**src/hdl/mem_bridge_config.svh**
```systemverilog
`ifndef MEM_BRIDGE_CONFIG_SVH
`define MEM_BRIDGE_CONFIG_SVH

// entries in each strobe FIFO
`define MB_FIFO_DEPTH 4

// lines held by the store, power of two
`define MB_LINE_COUNT 64

// bytes per line, one select bit each
`define MB_LINE_BYTES 16

`endif

```
**src/hdl/mem_bridge_pkg.sv**
```systemverilog
`include "mem_bridge_config.svh"

package mem_bridge_pkg;

	// processor side
	typedef logic [15:0] word_t;
	typedef logic [1:0] wmask_t;

	// line side
	typedef logic [`MB_LINE_BYTES*8-1:0] line_t;
	typedef logic [`MB_LINE_BYTES-1:0] sel_t;

	typedef struct packed {
		logic we;
		word_t adr;
		sel_t sel;
		line_t dat;
	} line_req_t;

	// lane echoes address bits 3 to 1 of the request
	typedef struct packed {
		line_t dat;
		logic [2:0] lane;
	} line_rsp_t;

endpackage : mem_bridge_pkg

```
**src/hdl/word_lane_adapter.sv**
```systemverilog
`timescale 1ns/1ps

`include "mem_bridge_config.svh"

module word_lane_adapter (
	input logic clk,
	input logic rst_n,
	input logic mem_read,
	input logic mem_write,
	input mem_bridge_pkg::wmask_t mem_byte_enable,
	input mem_bridge_pkg::word_t mem_address,
	input mem_bridge_pkg::word_t mem_wdata,
	output logic mem_resp,
	output mem_bridge_pkg::word_t mem_rdata,
	output logic req_push,
	output mem_bridge_pkg::line_req_t req_data,
	input logic req_full,
	output logic rsp_pop,
	input mem_bridge_pkg::line_rsp_t rsp_data,
	input logic rsp_empty
);

	logic outstanding;
	logic req_level;
	logic [2:0] lane;
	mem_bridge_pkg::word_t masked_wdata;
	mem_bridge_pkg::sel_t lane_sel;
	mem_bridge_pkg::line_t lane_dat;

	assign req_level = mem_read | mem_write;

	// word lane within the line, bit 0 ignored
	assign lane = mem_address[3:1];

	// drop disabled bytes before placement
	always_comb begin
		masked_wdata[7:0] = mem_byte_enable[0] ? mem_wdata[7:0] : 8'h00;
		masked_wdata[15:8] = mem_byte_enable[1] ? mem_wdata[15:8] : 8'h00;
	end

	// two select bits and sixteen data bits per lane
	assign lane_sel = mem_bridge_pkg::sel_t'(mem_byte_enable) << {lane, 1'b0};
	assign lane_dat = mem_bridge_pkg::line_t'(masked_wdata) << {lane, 4'b0000};

	always_comb begin
		req_data.we = mem_write;
		req_data.adr = mem_address;
		req_data.sel = lane_sel;
		req_data.dat = lane_dat;
	end

	// one push per held request level
	assign req_push = req_level & ~outstanding & ~req_full;

	always_ff @(posedge clk or negedge rst_n) begin
		if (!rst_n) begin
			outstanding <= 1'b0;
		end else if (req_push) begin
			outstanding <= 1'b1;
		end else if (rsp_pop) begin
			outstanding <= 1'b0;
		end
	end

	// response head is consumed in the cycle it shows up
	assign rsp_pop = ~rsp_empty;
	assign mem_resp = rsp_pop;

	// full word at the echoed lane, whatever the enable was
	assign mem_rdata = rsp_data.dat[{rsp_data.lane, 4'b0000} +: 16];

endmodule : word_lane_adapter

```
**config.mk**
```make
export PLATFORM = sky130hd
export DESIGN_NAME = word_lane_adapter
export DESIGN_NICKNAME = d
export VERILOG_FILES = /design/src/hdl/mem_bridge_pkg.sv /design/src/hdl/word_lane_adapter.sv
export VERILOG_INCLUDE_DIRS = /design/src /design/src/hdl
export SDC_FILE = /design/constraint.sdc
export NUM_CORES = 1
export LEC_CHECK = 0
export BUFFER_PORTS_ARGS = -buffer_cell sky130_fd_sc_hd__clkbuf_2
export CORE_AREA = 2 2 138 140
export DETAILED_ROUTE_END_ITERATION = 12
export DIE_AREA = 0 0 140 142
export SETUP_SLACK_MARGIN = 0.3
export SYNTH_ARGS = -nofsm -noshare
export SYNTH_HDL_FRONTEND = slang
export SYNTH_SLANG_ARGS = --single-unit
```
**constraint.sdc**
```tcl
create_clock -name clk -period 2.9 [get_ports clk]
set_clock_uncertainty 0.05 [all_clocks]
set_input_delay 0.29 -clock clk [delete_from_list [all_inputs] [get_ports clk]]
set_output_delay 0.29 -clock clk [all_outputs]
set_load 0.02 [all_outputs]
```
# --- Word-level counts from Yosys, hierarchy flattened ---
# Index checks and enable logic that the tools add are counted.
classes:
  n_addsub: 0
  mul: 0
  n_div: 0
  magnitude_cmp: 0
  eq_ne: 1
  n_shift: 3
  muxes: 4
  n_bitwise: 6
  n_reduce_logical: 0
op_table:
  columns: ["operator", "count"]
  rows:
  - ["128-bit by 8-bit indexed part select with 16-bit output", 1]
  - ["16-bit by 7-bit left shift with 128-bit output", 1]
  - ["8-bit two-way mux", 2]
  - ["2-bit by 4-bit left shift with 16-bit output", 1]
  - ["1-bit inverter", 3]
  - ["1-bit AND", 2]
  - ["1-bit two-way mux", 2]
  - ["2-bit inequality test (second input constant)", 1]
  - ["1-bit OR", 1]
word_totals:
  regBits: 1
  latchBits: 0
  ram_bits: 0
  romBits: 0
  input_bits: 171
  out_inout_bits: 180
  word_cells: 15
  n_memories: 0

# --- Depth between registers and ports, before layout ---
logic_depth:
  word_depth: 4
  mapped_depth: 4
  depth_no_buf: 2

# --- Least setup slack after synthesis ---
# OpenSTA, ideal clock, no wires.
synth_path:
  path_type: "in2out"
  start: "input port mem_address[1]"
  end: "output port req_data[0] in the netlist's numbering"
  t_arrival_ps: 1469
  slack_ps: 1091
  path_stages: 3
  cell_sequence: "buf_2 > nor4b_2 > and2_1"
synth_lines:
  columns: ["element", "line_no", "text"]
  rows:
  - ["from (decl)", "word_lane_adapter.sv:11", "input mem_bridge_pkg::word_t mem_address,"]
  - ["to (decl)", "word_lane_adapter.sv:16", "output mem_bridge_pkg::line_req_t req_data,"]

# --- Worst setup path after layout ---
layout_path:
  start: "input port rsp_data[2] in the netlist's numbering"
  end: "output port mem_rdata[2]"
layout_between:
  elab_chain_len: 1
layout_rtl:
  columns: ["element", "line_no", "text"]
  rows:
  - ["from (decl)", "word_lane_adapter.sv:19", "input mem_bridge_pkg::line_rsp_t rsp_data,"]
  - ["128-bit by 8-bit indexed part select with 16-bit output", "word_lane_adapter.sv:70", "assign mem_rdata = rsp_data.dat[{rsp_data.lane, 4'b0000} +: 16];"]
  - ["to (decl)", "word_lane_adapter.sv:14", "output mem_bridge_pkg::word_t mem_rdata,"]
# No other way between the ends.

==> metrics.md <==
| Metric | Value |
|---|---|
| Status | `complete, but fails checks` |
| Failing checks | `design-rule violations` |
| Max Cap Violations | `0` |
| Number of nets in the layout | `703` |
| Final WS setup | `around 840 ps` |
| Yosys reg bits | `1` |
| Setup slack, reg-to-reg | `approximately 2200 ps` |
| R2R cell count | `1` |
| Hold Fails Final Rpt | `0` |
| CP top delay family | `multiplexers` |
| Share of cells above drive strength 1 | `66.2%` |
| Post-CTS sizing | `0` |
| Max Transition Viols Final | `0` |
| Hold_buf cts | `0` |
| Die Y | `142 µm` |
| Area used by multi-input combinational logic | `2010 µm²` |
| Final Setup Violations | `0` |
| Synth area leaders | `mux4_1, and2_1, mux2_2` |
| GRT overflow | `0` |
| CP Depth | `4` |
| Site row count | `50` |
| Drt first-iter violations | `98` |
| Antenna diode count | `0` |
| Fillers | `2052` |
| RSZ-0062 raised after global routing | `false` |
| CP max FO | `32` |
| Storage cell area | `between 20 and 30 µm²` |
| Max stage delay on crit path | `540 ps` |
| Placed Instances | `approximately 760` |
| Reg with most FFs | `outstanding` |
| First-pass GRT wire length | `roughly 16 mm` |
| Seq/Total Area, Yosys | `1.08%` |
| WS Path Type | `input port to output pin` |
| Crit. End Element | `output pin` |
| Die width | `140 µm` |
| HP Class | `input port to async pin` |
| Setup_tns | `0 ps` |
| Pwr Density | `123 nW/µm²` |
| Crit path top cell by count | `clkbuf_2` |
| Worst setup SP type | `input port` |
| CP max stage cell | `clkbuf_2` |
| Routed vias/inst | `3.90` |
| Peak supply drop | `0.0723 mV` |
| Vias in the first global route | `2722` |
| Commonest non-fill, non-tap cell in the layout | `clkbuf_2` |
| Slew @ Worst Pin | `just over 700 ps` |
| Worst reg2reg path startpoint | `outstanding$_DFFE_PN0P_` |
| Count of cell types in the netlist | `20` |
| Post-Syn Area | `around 2300 µm²` |
| Reg2reg end | `outstanding$_DFFE_PN0P_` |
| Yosys top cell by area | `mux4_1` |
| Post-route non-filler standard cell count | `764` |
| Setup crit end | `mem_rdata[2]` |
| Wirelength, routed | `about 11 mm` |
| DR WL/cell | `between 10 and 15 µm` |
| Total GRT Usage | `under 10%` |
| Final ANT Viol Nets | `0` |
| Die area | `roughly 20000 µm²` |
| Final period utilization | `71.0%` |
| DR vias | `~3k` |
| Commonest cells after routing, fill and taps aside | `clkbuf_2, and2_1, mux4_1` |
| Syn Nets | `413` |
| # DRC | `22` |
| Largest net degree at the start of global routing | `33` |
| WP data required | `2560 ps` |
| CP Cell Sequence | `clkbuf_2, mux4_1, mux2_2, clkbuf_2` |
| Yosys warnings | `0` |
| Fin Hold WS | `15.2 ps` |
| Num ports | `~350` |
| F_max | `around 490 MHz` |
| Initial Util | `12.5%` |
| Initial DRT Pass Iterations | `10` |
| Buffers added on ports | `324` |
| Post-Synthesis Cells | `roughly 240` |
| Data arrival, critical path | `1720 ps` |
| Leak | `2.32 nW` |
| Yosys top cell area share | `35.2%` |
| Antenna violations before repair | `1` |
| GPL Wtd Cong | `about 0.81` |
| Mean Syn Cell Area | `around 9.6 µm²` |
| Tmin final | `between 2000 and 2500 ps` |
| Syn-to-layout area delta | `73.9%` |
| Worst Setup SP | `rsp_data[2]` |
| Hpwl dp | `9.62 mm` |
| Top Registers | `outstanding x1` |
| Pre-CTS setup slack | `840 ps` |
| CP Buf/Inv Count | `2` |
| Postcts setup bufs | `0` |
| Largest register FFs | `1` |
| Clk_lat worst skew | `0 ps` |
| CORE AREA | `18500 µm²` |
| Slew margin rel. | `52.9%` |
| Clk slew on worst S/H paths | `0 ps` |
## through the flow
step / power, mW / cell area [µm²] / utilization [%]
after floorplan: 0.313 / 2310 / -
after global placement: 0.493 / 4020 / 21.8
after detailed placement: 0.500 / 4020 / 21.8
after CTS: 0.502 / 4020 / 21.8
after global routing: 0.532 / 4020 / 21.8
final: 0.495 / 4020 / 21.8
## metal layers
metal	track usage (%)	wire length [µm]	vias up
li1	-	-	1439
met5	0	12	-
met3	1.65	734	20
met4	1.49	125	2
met1	11.7	4300	1354
met2	18.4	5770	167
## logic make-up after synthesis
kind of cell | synth area share [%]
muxes | 44.0
DFF | 1.08
AOI/OAI and AO/OA | 0.325
buffers and inverters | 12.2
and+or+nand+nor | 42.4
## area by class of cell
class	count	share of cell area, %
multi-input cells	196	49.9
inverters	1	0.0933
flip-flops and latches	1	0.622
well taps	234	7.28
repair buffers	332	42.1
## cell usage after synthesis
cell / number
and2_1: 128
mux4_1: 31
buf_4: 18
mux2_2: 16
buf_2: 11
and4b_1: 6
clkbuf_1: 6
nor4bb_1: 6
buf_1: 4
buf_6: 4
and4_1: 2
nor4b_2: 2
clkbuf_2: 1
dfrtp_1: 1
inv_1: 1
mux4_2: 1
nand2_1: 1
nor2_1: 1
nor3_1: 1
o31ai_1: 1
## power by group
group | switching, mW | internal [mW] | leakage (nW)
registers | 0.00149 | 0.0163 | 0.0123
clock network | 0 | 0 | 0
logic | 0.242 | 0.235 | 2.31
total | 0.243 | 0.251 | 2.32
## worst min path at each step
stage / slack, ps / start / depth (start not counted) / end
finish: 20 / rst_n / 1 / outstanding$_DFFE_PN0P_
global route: 20 / rst_n / 1 / outstanding$_DFFE_PN0P_
floorplan: -60 / rst_n / 0 / outstanding$_DFFE_PN0P_
global placement: 10 / rst_n / 1 / outstanding$_DFFE_PN0P_
detailed placement: 20 / rst_n / 1 / outstanding$_DFFE_PN0P_
CTS: 20 / rst_n / 1 / outstanding$_DFFE_PN0P_
Power figures use the tool's default switching activity.
