==> src/hdl/mem_bridge_config.svh <==
`ifndef MEM_BRIDGE_CONFIG_SVH
`define MEM_BRIDGE_CONFIG_SVH

// entries in each strobe FIFO
`define MB_FIFO_DEPTH 4

// lines held by the store, power of two
`define MB_LINE_COUNT 64

// bytes per line, one select bit each
`define MB_LINE_BYTES 16

`endif

==> src/hdl/strobe_fifo.sv <==
`timescale 1ns/1ps

`include "mem_bridge_config.svh"

module strobe_fifo #(
	parameter type payload_t = logic
) (
	input logic clk,
	input logic rst_n,
	input logic push,
	input payload_t push_data,
	output logic full,
	input logic pop,
	output payload_t head,
	output logic empty
);

	localparam int unsigned DEPTH = `MB_FIFO_DEPTH;
	localparam int unsigned PTR_W = (DEPTH > 1) ? $clog2(DEPTH) : 1;
	localparam int unsigned CNT_W = $clog2(DEPTH + 1);

	payload_t entries [DEPTH];
	logic [PTR_W-1:0] wr_ptr;
	logic [PTR_W-1:0] rd_ptr;
	logic [CNT_W-1:0] count;
	logic do_push;
	logic do_pop;

	assign full = (count == CNT_W'(DEPTH));
	assign empty = (count == '0);

	// strobes outside the legal range are dropped
	assign do_push = push & ~full;
	assign do_pop = pop & ~empty;

	assign head = entries[rd_ptr];

	always_ff @(posedge clk) begin
		if (do_push) begin
			entries[wr_ptr] <= push_data;
		end
	end

	always_ff @(posedge clk or negedge rst_n) begin
		if (!rst_n) begin
			wr_ptr <= '0;
			rd_ptr <= '0;
			count <= '0;
		end else begin
			if (do_push) begin
				wr_ptr <= (wr_ptr == PTR_W'(DEPTH - 1)) ? '0 : wr_ptr + 1'b1;
			end
			if (do_pop) begin
				rd_ptr <= (rd_ptr == PTR_W'(DEPTH - 1)) ? '0 : rd_ptr + 1'b1;
			end
			// simultaneous push and pop leaves count alone
			if (do_push && !do_pop) begin
				count <= count + 1'b1;
			end else if (do_pop && !do_push) begin
				count <= count - 1'b1;
			end
		end
	end

endmodule : strobe_fifo

==> config.mk <==
export PLATFORM = sky130hd
export DESIGN_NAME = strobe_fifo
export DESIGN_NICKNAME = d
export VERILOG_FILES = /design/src/hdl/strobe_fifo.sv
export VERILOG_INCLUDE_DIRS = /design/src /design/src/hdl
export SDC_FILE = /design/constraint.sdc
export NUM_CORES = 1
export LEC_CHECK = 0
export ABC_CLOCK_PERIOD_IN_PS = 2600
export BUFFER_PORTS_ARGS = -buffer_cell sky130_fd_sc_hd__buf_2
export CAP_MARGIN = 20
export CORE_MARGIN = 2
export CORE_UTILIZATION = 30
export CTS_BUF_LIST = sky130_fd_sc_hd__clkbuf_2
export CTS_CLUSTER_DIAMETER = 150
export DETAILED_ROUTE_END_ITERATION = 8
export GPL_TIMING_DRIVEN = 0
export HOLD_SLACK_MARGIN = 0.02
export PLACE_DENSITY = 0.56
export SETUP_SLACK_MARGIN = 0.02
export SYNTH_ARGS = -nofsm -noshare
export SYNTH_HDL_FRONTEND = slang
export SYNTH_SLANG_ARGS = --single-unit
==> constraint.sdc <==
create_clock -name clk -period 2.6 [get_ports clk]
set_clock_uncertainty 0.05 [all_clocks]
set_input_delay 0.78 -clock clk [delete_from_list [all_inputs] [get_ports clk]]
set_output_delay 0.78 -clock clk [all_outputs]
set_load 0.05 [all_outputs]
Word-level counts from Yosys, hierarchy flattened
Memory sizes are Yosys's and may differ from the RTL's.
Cells that the tools add are included.
Cells by class
  add/subtract/negate cells: 4
  equal/unequal tests: 3
  muxes and demuxes: 6
  bitwise operators: 4
  reductions and logical operators: 6
Operator list (number)
  $mux 3: 2
  $add 2x1->2 const B: 2
  $eq 2x2->1 const B: 2
  $mux 2: 2
  $add 3x1->3 const B: 1
  $eq 3x3->1 const B: 1
  $logic_not 3->1: 1
  $sub 3x1->3 const B: 1
  $and 1x1->1: 2
  $logic_and 1x1->1: 2
  $logic_not 1->1: 2
  $mux 1: 2
  $not 1->1: 2
  $reduce_bool 2->1: 1
Word-level totals
  flip-flop bits (word level): 7
  memory bits (writable): 4
  input bits: 5
  logic and storage cells: 27
  memories kept: 1
Memory list
  entries: depth 4, width 1, rd ports 1, clocked after Yosys merged registers in 0, write ports 1, RTL line strobe_fifo.sv:22  | payload_t entries [DEPTH];

Logic depth before layout (Yosys ltp)
Gate-level depths: netlist of the first run.
  depth after elaboration: 7
  gate-level depth with buffers: 9
  depth with buffers taken out: 8

Worst setup path before layout of the first run
OpenSTA, ideal clock, no wires.
  path kind: register -> register
  start point: register count[0]
  end point: register count[2]
  arrival: 2.866 ns
  slack: -0.395 ns
  cell stages (with the launch flop): 9
  cells stage by stage: dfrtp_1 -> nor3_1 -> nand2b_2 -> ha_1 -> inv_1 -> fa_1 -> xor2_1 -> nor2_1 -> xor2_1
Between the ends
  longest elaborated chain between the ends: 6
  elaborated cells between the ends (all ways): 15
RTL lines
  from (decl): RTL line strobe_fifo.sv:25  | logic [CNT_W-1:0] count;
  from (signal assigned): RTL line strobe_fifo.sv:58  | count <= count + 1'b1;
  from (signal assigned): RTL line strobe_fifo.sv:60  | count <= count - 1'b1;
  $logic_not 3->1 (*): RTL line strobe_fifo.sv:30  | assign empty = (count == '0);
  via empty: RTL line strobe_fifo.sv:15  | output logic empty
  $not 1->1 (*): RTL line strobe_fifo.sv:34  | assign do_pop = pop & ~empty;
  $and 1x1->1 (*): RTL line strobe_fifo.sv:34
  $logic_not 1->1: RTL line strobe_fifo.sv:57  | if (do_push && !do_pop) begin
  $logic_and 1x1->1: RTL line strobe_fifo.sv:57
  $mux 3 / $reduce_bool 2->1 (equally long branches)
The timed path passes the listed nets; every way through them passes the cells marked *. The select of a mux whose other input is x is not followed.
A chain may end at the register's enable or synchronous reset.

Worst setup path after layout of the first run
  start point: register rd_ptr[0]
  end point: output port head
Between the ends
  longest elaborated chain between the ends: 1
RTL lines
  from (decl): RTL line strobe_fifo.sv:24  | logic [PTR_W-1:0] rd_ptr;
  from (signal assigned): RTL line strobe_fifo.sv:54  | rd_ptr <= (rd_ptr == PTR_W'(DEPTH - 1)) ? '0 : rd_ptr + 1'b1;
  $mem_v2 4x1
  to (decl): RTL line strobe_fifo.sv:14  | output payload_t head,
Every way passes these cells.

==> results of run 1 <==
[cell usage in the layout (no fill, tap or decap)]
master / netlist / layout
and2_2: 4 / 4
buf_2: 0 / 7
buf_6: 1 / 1
clkbuf_2: 0 / 4
dfrtp_1: 7 / 7
edfxtp_1: 4 / 4
fa_1: 1 / 1
ha_1: 6 / 6
inv_1: 3 / 3
mux2_2: 3 / 3
mux2_4: 2 / 2
mux4_2: 1 / 1
nand2b_2: 1 / 1
nor2_1: 3 / 3
nor2b_1: 1 / 1
nor3_2: 0 / 1
nor3b_2: 1 / 1
xnor2_1: 1 / 1
xor2_1: 2 / 2
[layout make-up]
cell class	instances	area [um^2]
buffer	1	11.26
clock buffer	4	20.02
fill	207	1229
inverter	3	11.26
multi-input combinational	27	286.5
sequential	11	295.3
tap	27	33.78
timing repair buffer	7	35.03
[report_power, final]
group / internal [mW] / switching [mW]
Clock: 0.0409 / 0.0576
Combinational: 0.198 / 0.200
Sequential: 0.254 / 0.0736
Total: 0.492 / 0.331
[sequential cells by signal (all words and copies together) (netlist names)]
signal and flops:
entries 4, count 3, rd_ptr 2, wr_ptr 2
[cells in the mapped netlist, drive strengths merged]
library cell and n:
ha 6, nor3 1, edfxtp 4, mux2 5, fa 1, and2 4, mux4 1, xnor2 1
buf 1, dfrtp 7, nand2b 1, xor2 2, inv 3, nor2 3, nor3b 1, nor2b 1
[per-stage QoR]
step           instance area (um^2)  hold slack (ns)
2_1_floorplan                 604.3           0.4230
3_3_place_gp                  673.1           0.4435
3_5_place_dp                  673.1           0.4562
4_1_cts                       693.2           0.2794
5_1_grt                       693.2           0.2650
6_report                      693.2           0.2860
[per-layer routing]
layer | GRT usage (%) | share of wire [%] | up-vias | wire (um)
met1 | 8.532 | 48 | 157 | 384
met4 | 5.714 | 0 | 0 | 0
met3 | 2.778 | 1.5 | 0 | 12
li1 | - | - | 161 | -
met2 | 12.10 | 50 | 2 | 402
met5 | 0 | 0 | - | 0
[cells by family (layout without fill, tap and decap cells)]
logic type	Yosys count	after routing	synth area share [%]
adders and majority gates	7	7	15.87
DFF	11	11	49.27
xor gates and xnor gates	3	3	4.385
muxes	6	6	14.40
and+or+nand+nor	11	11	12.32
buffers and inverters	4	15	3.758
[critical path, cell delays in order (launching register included)]
cell,delay (ns)
dfrtp_1,0.42
mux4_2,0.50
buf_2,0.22
[path summary, 6_finish.rpt]
check                           cells after the start        end       from
worst max register to register                      9   count[2]   count[2]
worst min register to register                      1   count[2]   count[2]
worst max-delay path                                2       head  rd_ptr[0]
max in group asynchronous                           1   count[2]      rst_n
min in group clk                                    1   count[2]   count[2]
worst min-delay path                                1  wr_ptr[1]      rst_n
==> flow_metrics.py, run 1 <==
metrics = {
    "worst_hold_path": {
        "hp-class": "primary input to asynchronous set/reset pin",
    },
    "yosys": {
        "synth_warnings": 0,
        "syn-mean-instance-area_um2": 14.27,
        "synth.distinct_cells": 17,
        "yosys-top-cells-area": "dfrtp_1 (29%), edfxtp_1 (20%), ha_1 (13%)",
        "yosysTopAreaCell": "dfrtp_1",
        "syn-instance-count": 42,
        "syn_nets": 54,
        "ys_seq_elements": 11,
        "synth_top_area_share_pct": 29.23,
        "syn_area_um2": 599.3,
        "ys_seq_area_share_pct": 49.27,
    },
    "clock_network": {
        "insertion_delay_ns": 0.25,
        "cts_resized": 0,
        "cts_hold_buffers": 0,
        "cts_root_buf": "clkbuf_2",
        "cts_setup_buffers": 0,
        "cts_buffer_depth": 2,
        "cts_inserted_buffers": 3,
        "clk_pin_slew_ns": 0.11,
        "cts_tree": "done",
        "htreeDepth": 1,
        "cts.sinks": 11,
    },
    "power": {
        "p_per_area_nw_per_um2": 1188,
        "peakVddDrop_mv": 0.3965,
        "power.total_mw": 0.8234,
        "leakagePower_nw": 0.3151,
    },
    "global_route": {
        "grt_usage_pct": 7.708,
        "grt_max_degree": 8,
        "gr-total-overflow": 0,
        "grt_first_pass_wirelength_um": 1352,
        "antenna_found_initial": 0,
        "grt_pass1_vias": 320,
    },
    "route": {
        "wire_per_inst_um": 9.988,
        "firstDrtPassIters": 3,
        "drt_wl_total_um": 799,
        "vias_per_cell": 4.000,
        "vias": 320,
        "drcViolationCount": 0,
        "drtIter0Drc": 6,
        "antenna_left": 0,
    },
    "floorplanning": {
        "dieArea_um2": 2371,
        "coreArea_um2": 1922,
        "die_y_um": 48.70,
        "io_pins": 8,
        "initial_core_util_pct": 31.18,
        "rows": 16,
        "die_w_um": 48.70,
    },
    "sta": {
        "min_period_ns": 2.228,
        "setup_ws_ns": 0.3720,
        "tns_ns": 0,
        "setup_viol": 0,
        "period_share_pct": 85.69,
        "maxSlewHeadroom_pct": 83.52,
        "drv_slew": 0,
        "grt_setup_unrepaired": "no",
        "finalHoldViolations": 0,
        "fmax_mhz": 448.8,
        "max_slew.worst_pin.slew_ns": 0.2489,
    },
    "placement": {
        "routabilityCongestion": 0.6303,
        "dp.cells": 76,
        "pre_cts_slack_ns": 0.2485,
        "dp_hpwl_um": 648.6,
        "io_buffers": 7,
    },
    "setup_path": {
        "cp-end-kind": "output port",
        "crit_required_ns": 1.77,
        "critPathArrivalTime_ns": 1.40,
        "worst-setup-path-type": "flip-flop to output port",
        "worstSetupStartpointType": "flip-flop",
        "cp_max_fo": 4,
        "reg2reg_slack_ns": 0.54,
    },
    "layout": {
        "nets": 66,
        "drive_above_1_share_pct": 47.17,
        "stdcell_count": 80,
        "n_antenna_cell": 0,
        "syn_to_final_growth_pct": 15.66,
        "finalCoreUtilization_pct": 36.07,
    },
    "status": {
        "outcome": "finished, final reports clean",
    },
    "run": {
        "drv_cap": 0,
    },
}
Note: power is estimated with default switching activity, not from simulation.
==> run 2: changes to the inputs <==
--- a/config.mk
+++ b/config.mk
@@ -9,14 +9,14 @@
 export ABC_CLOCK_PERIOD_IN_PS = 2600
 export BUFFER_PORTS_ARGS = -buffer_cell sky130_fd_sc_hd__buf_2
 export CAP_MARGIN = 20
-export CORE_MARGIN = 2
-export CORE_UTILIZATION = 30
+export CORE_AREA = 2 2 39 41
 export CTS_BUF_LIST = sky130_fd_sc_hd__clkbuf_2
 export CTS_CLUSTER_DIAMETER = 150
 export DETAILED_ROUTE_END_ITERATION = 8
+export DIE_AREA = 0 0 41 43
 export GPL_TIMING_DRIVEN = 0
 export HOLD_SLACK_MARGIN = 0.02
-export PLACE_DENSITY = 0.56
+export PLACE_DENSITY = 0.74
 export SETUP_SLACK_MARGIN = 0.02
 export SYNTH_ARGS = -nofsm -noshare
 export SYNTH_HDL_FRONTEND = slang
==> run 2 against run 1 <==
Against the previous run: combinational power barely moved; die area fell by 26%; sequential share of layout area up 0.86 points; critical path depth stayed put; global-route usage grew 4.6 points; clock power shrank 2.5%; sequential cell count unchanged; non-clock buffer count is the same; register-to-register slack lost 0.03 ns; power grew 0.37%; first-iteration DRC count down 100%; critical endpoint unchanged.
==> flow_metrics.py, run 2 (same netlist as run 1, synthesis figures left out) <==
metrics = {
    "layout": {
        "fillers": 130,
        "nets": 66,
        "regArea_um2": 295.3,
        "finalCoreUtilization_pct": 49.10,
        "multiInputGateArea_um2": 286.5,
        "largest_reg_flops": 4,
        "top_regs": "entries: 4 flops, count: 3 flops",
        "top_register": "entries",
        "syn_to_final_growth_pct": 13.36,
        "layout_common_cells": "dfrtp_1 (7), buf_2 (7), ha_1 (6)",
        "n_antenna_cell": 0,
        "stdcell_area_um2": 679.4,
        "drive_above_1_share_pct": 47.17,
    },
    "power": {
        "power.total_mw": 0.8265,
        "p_per_area_nw_per_um2": 1216,
        "leakagePower_nw": 0.3151,
        "peakVddDrop_mv": 0.3873,
    },
    "setup_path": {
        "startpoint": "rd_ptr[0]",
        "critPathTopFamily": "multiplexers",
        "rr_startpoint": "count[0]",
        "slowest_delay_ns": 0.50,
        "worst-setup-path-type": "flip-flop to output port",
        "worstSetupStartpointType": "flip-flop",
        "path_cells": "mux4_2, buf_2",
        "crit_required_ns": 1.77,
        "reg2reg_slack_ns": 0.51,
        "cp-end-kind": "output port",
        "cp_max_fo": 4,
        "crit_buf_inv": 1,
        "critPathArrivalTime_ns": 1.40,
        "worst_path_max_delay_cell": "mux4_2",
    },
    "route": {
        "wire_per_inst_um": 11.80,
        "drtIter0Drc": 0,
        "drt_wl_total_um": 814,
        "firstDrtPassIters": 1,
        "drcViolationCount": 0,
        "antenna_left": 0,
        "vias_per_cell": 4.725,
        "vias": 326,
    },
    "sta": {
        "setup_viol": 0,
        "maxSlewHeadroom_pct": 83.65,
        "drv_slew": 0,
        "grt_setup_unrepaired": "no",
        "min_period_ns": 2.232,
        "max_slew.worst_pin.slew_ns": 0.2469,
        "tns_ns": 0,
        "setup_ws_ns": 0.3684,
        "finalHoldViolations": 0,
        "fmax_mhz": 448.1,
        "period_share_pct": 85.83,
    },
    "clock_network": {
        "cts_tree": "done",
        "cts_hold_buffers": 0,
        "cts_setup_buffers": 0,
        "cts_resized": 0,
        "cts.sinks": 11,
        "cts_inserted_buffers": 3,
        "clk_pin_slew_ns": 0.11,
        "htreeDepth": 1,
        "cts_root_buf": "clkbuf_2",
        "cts_buffer_depth": 2,
        "insertion_delay_ns": 0.25,
    },
    "floorplanning": {
        "coreArea_um2": 1384,
        "io_pins": 8,
        "initial_core_util_pct": 43.31,
        "dieArea_um2": 1763,
        "die_w_um": 41,
        "rows": 14,
        "die_y_um": 43,
    },
    "global_route": {
        "grt_use_met1_pct": 10.44,
        "gr-total-overflow": 0,
        "grt_first_pass_wirelength_um": 1352,
        "grt_max_degree": 8,
        "busiest_layer": "met2",
        "use_met2_pct": 20.63,
        "antenna_found_initial": 0,
        "grt_pass1_vias": 354,
        "met3_usage_pct": 3.141,
        "grt_usage_pct": 12.32,
    },
    "worst_hold_path": {
        "hp-class": "primary input to asynchronous set/reset pin",
    },
    "status": {
        "outcome": "finished, final reports clean",
    },
    "placement": {
        "io_buffers": 7,
        "pre_cts_slack_ns": 0.2788,
        "placedInstanceArea_um2": 659.4,
        "dp_hpwl_um": 650.4,
        "routabilityCongestion": 0.7555,
    },
    "run": {
        "drv_cap": 0,
    },
}
-- run 2: cell counts in the layout (fill, tap and decap cells not counted) --
No cell type changed its count.
-- run 2: final timing paths --
| path | end | depth (start not counted) |
|---|---|---|
| max | head | 2 |
| min | rd_ptr[0] | 1 |
| max reg2reg | count[1] | 7 |
| min reg2reg | count[2] | 1 |
| max in group asynchronous | wr_ptr[1] | 1 |
| min in group clk | count[2] | 1 |
-- run 2: layout make-up --
cell class	instances	area share (%)
Sequential cell	11	43.46
Tap cell	16	2.947
Clock buffer	4	2.947
Inverter	3	1.657
Timing Repair Buffer	7	5.157
Buffer	1	1.657
Multi-Input combinational cell	27	42.17
-- run 2: power by group --
part | total (mW) | internal, mW | switching, mW
clock network | 0.0959 | 0.0409 | 0.0550
registers | 0.331 | 0.254 | 0.0775
logic | 0.399 | 0.199 | 0.201
total | 0.826 | 0.493 | 0.333
-- run 2: routing by layer --
metal / vias up / wire length [um]
met5: - / 0
met4: 0 / 14
met3: 2 / 27
met2: 5 / 462
met1: 155 / 309
li1: 164 / -
-- run 2: per-stage QoR --
stage / std cells / hold WS [ns]
after CTS: 69 / 0.2820
after detailed placement: 65 / 0.4730
after global routing: 69 / 0.2725
after floorplan: 42 / 0.4230
final: 69 / 0.2886
after global placement: 65 / 0.4434
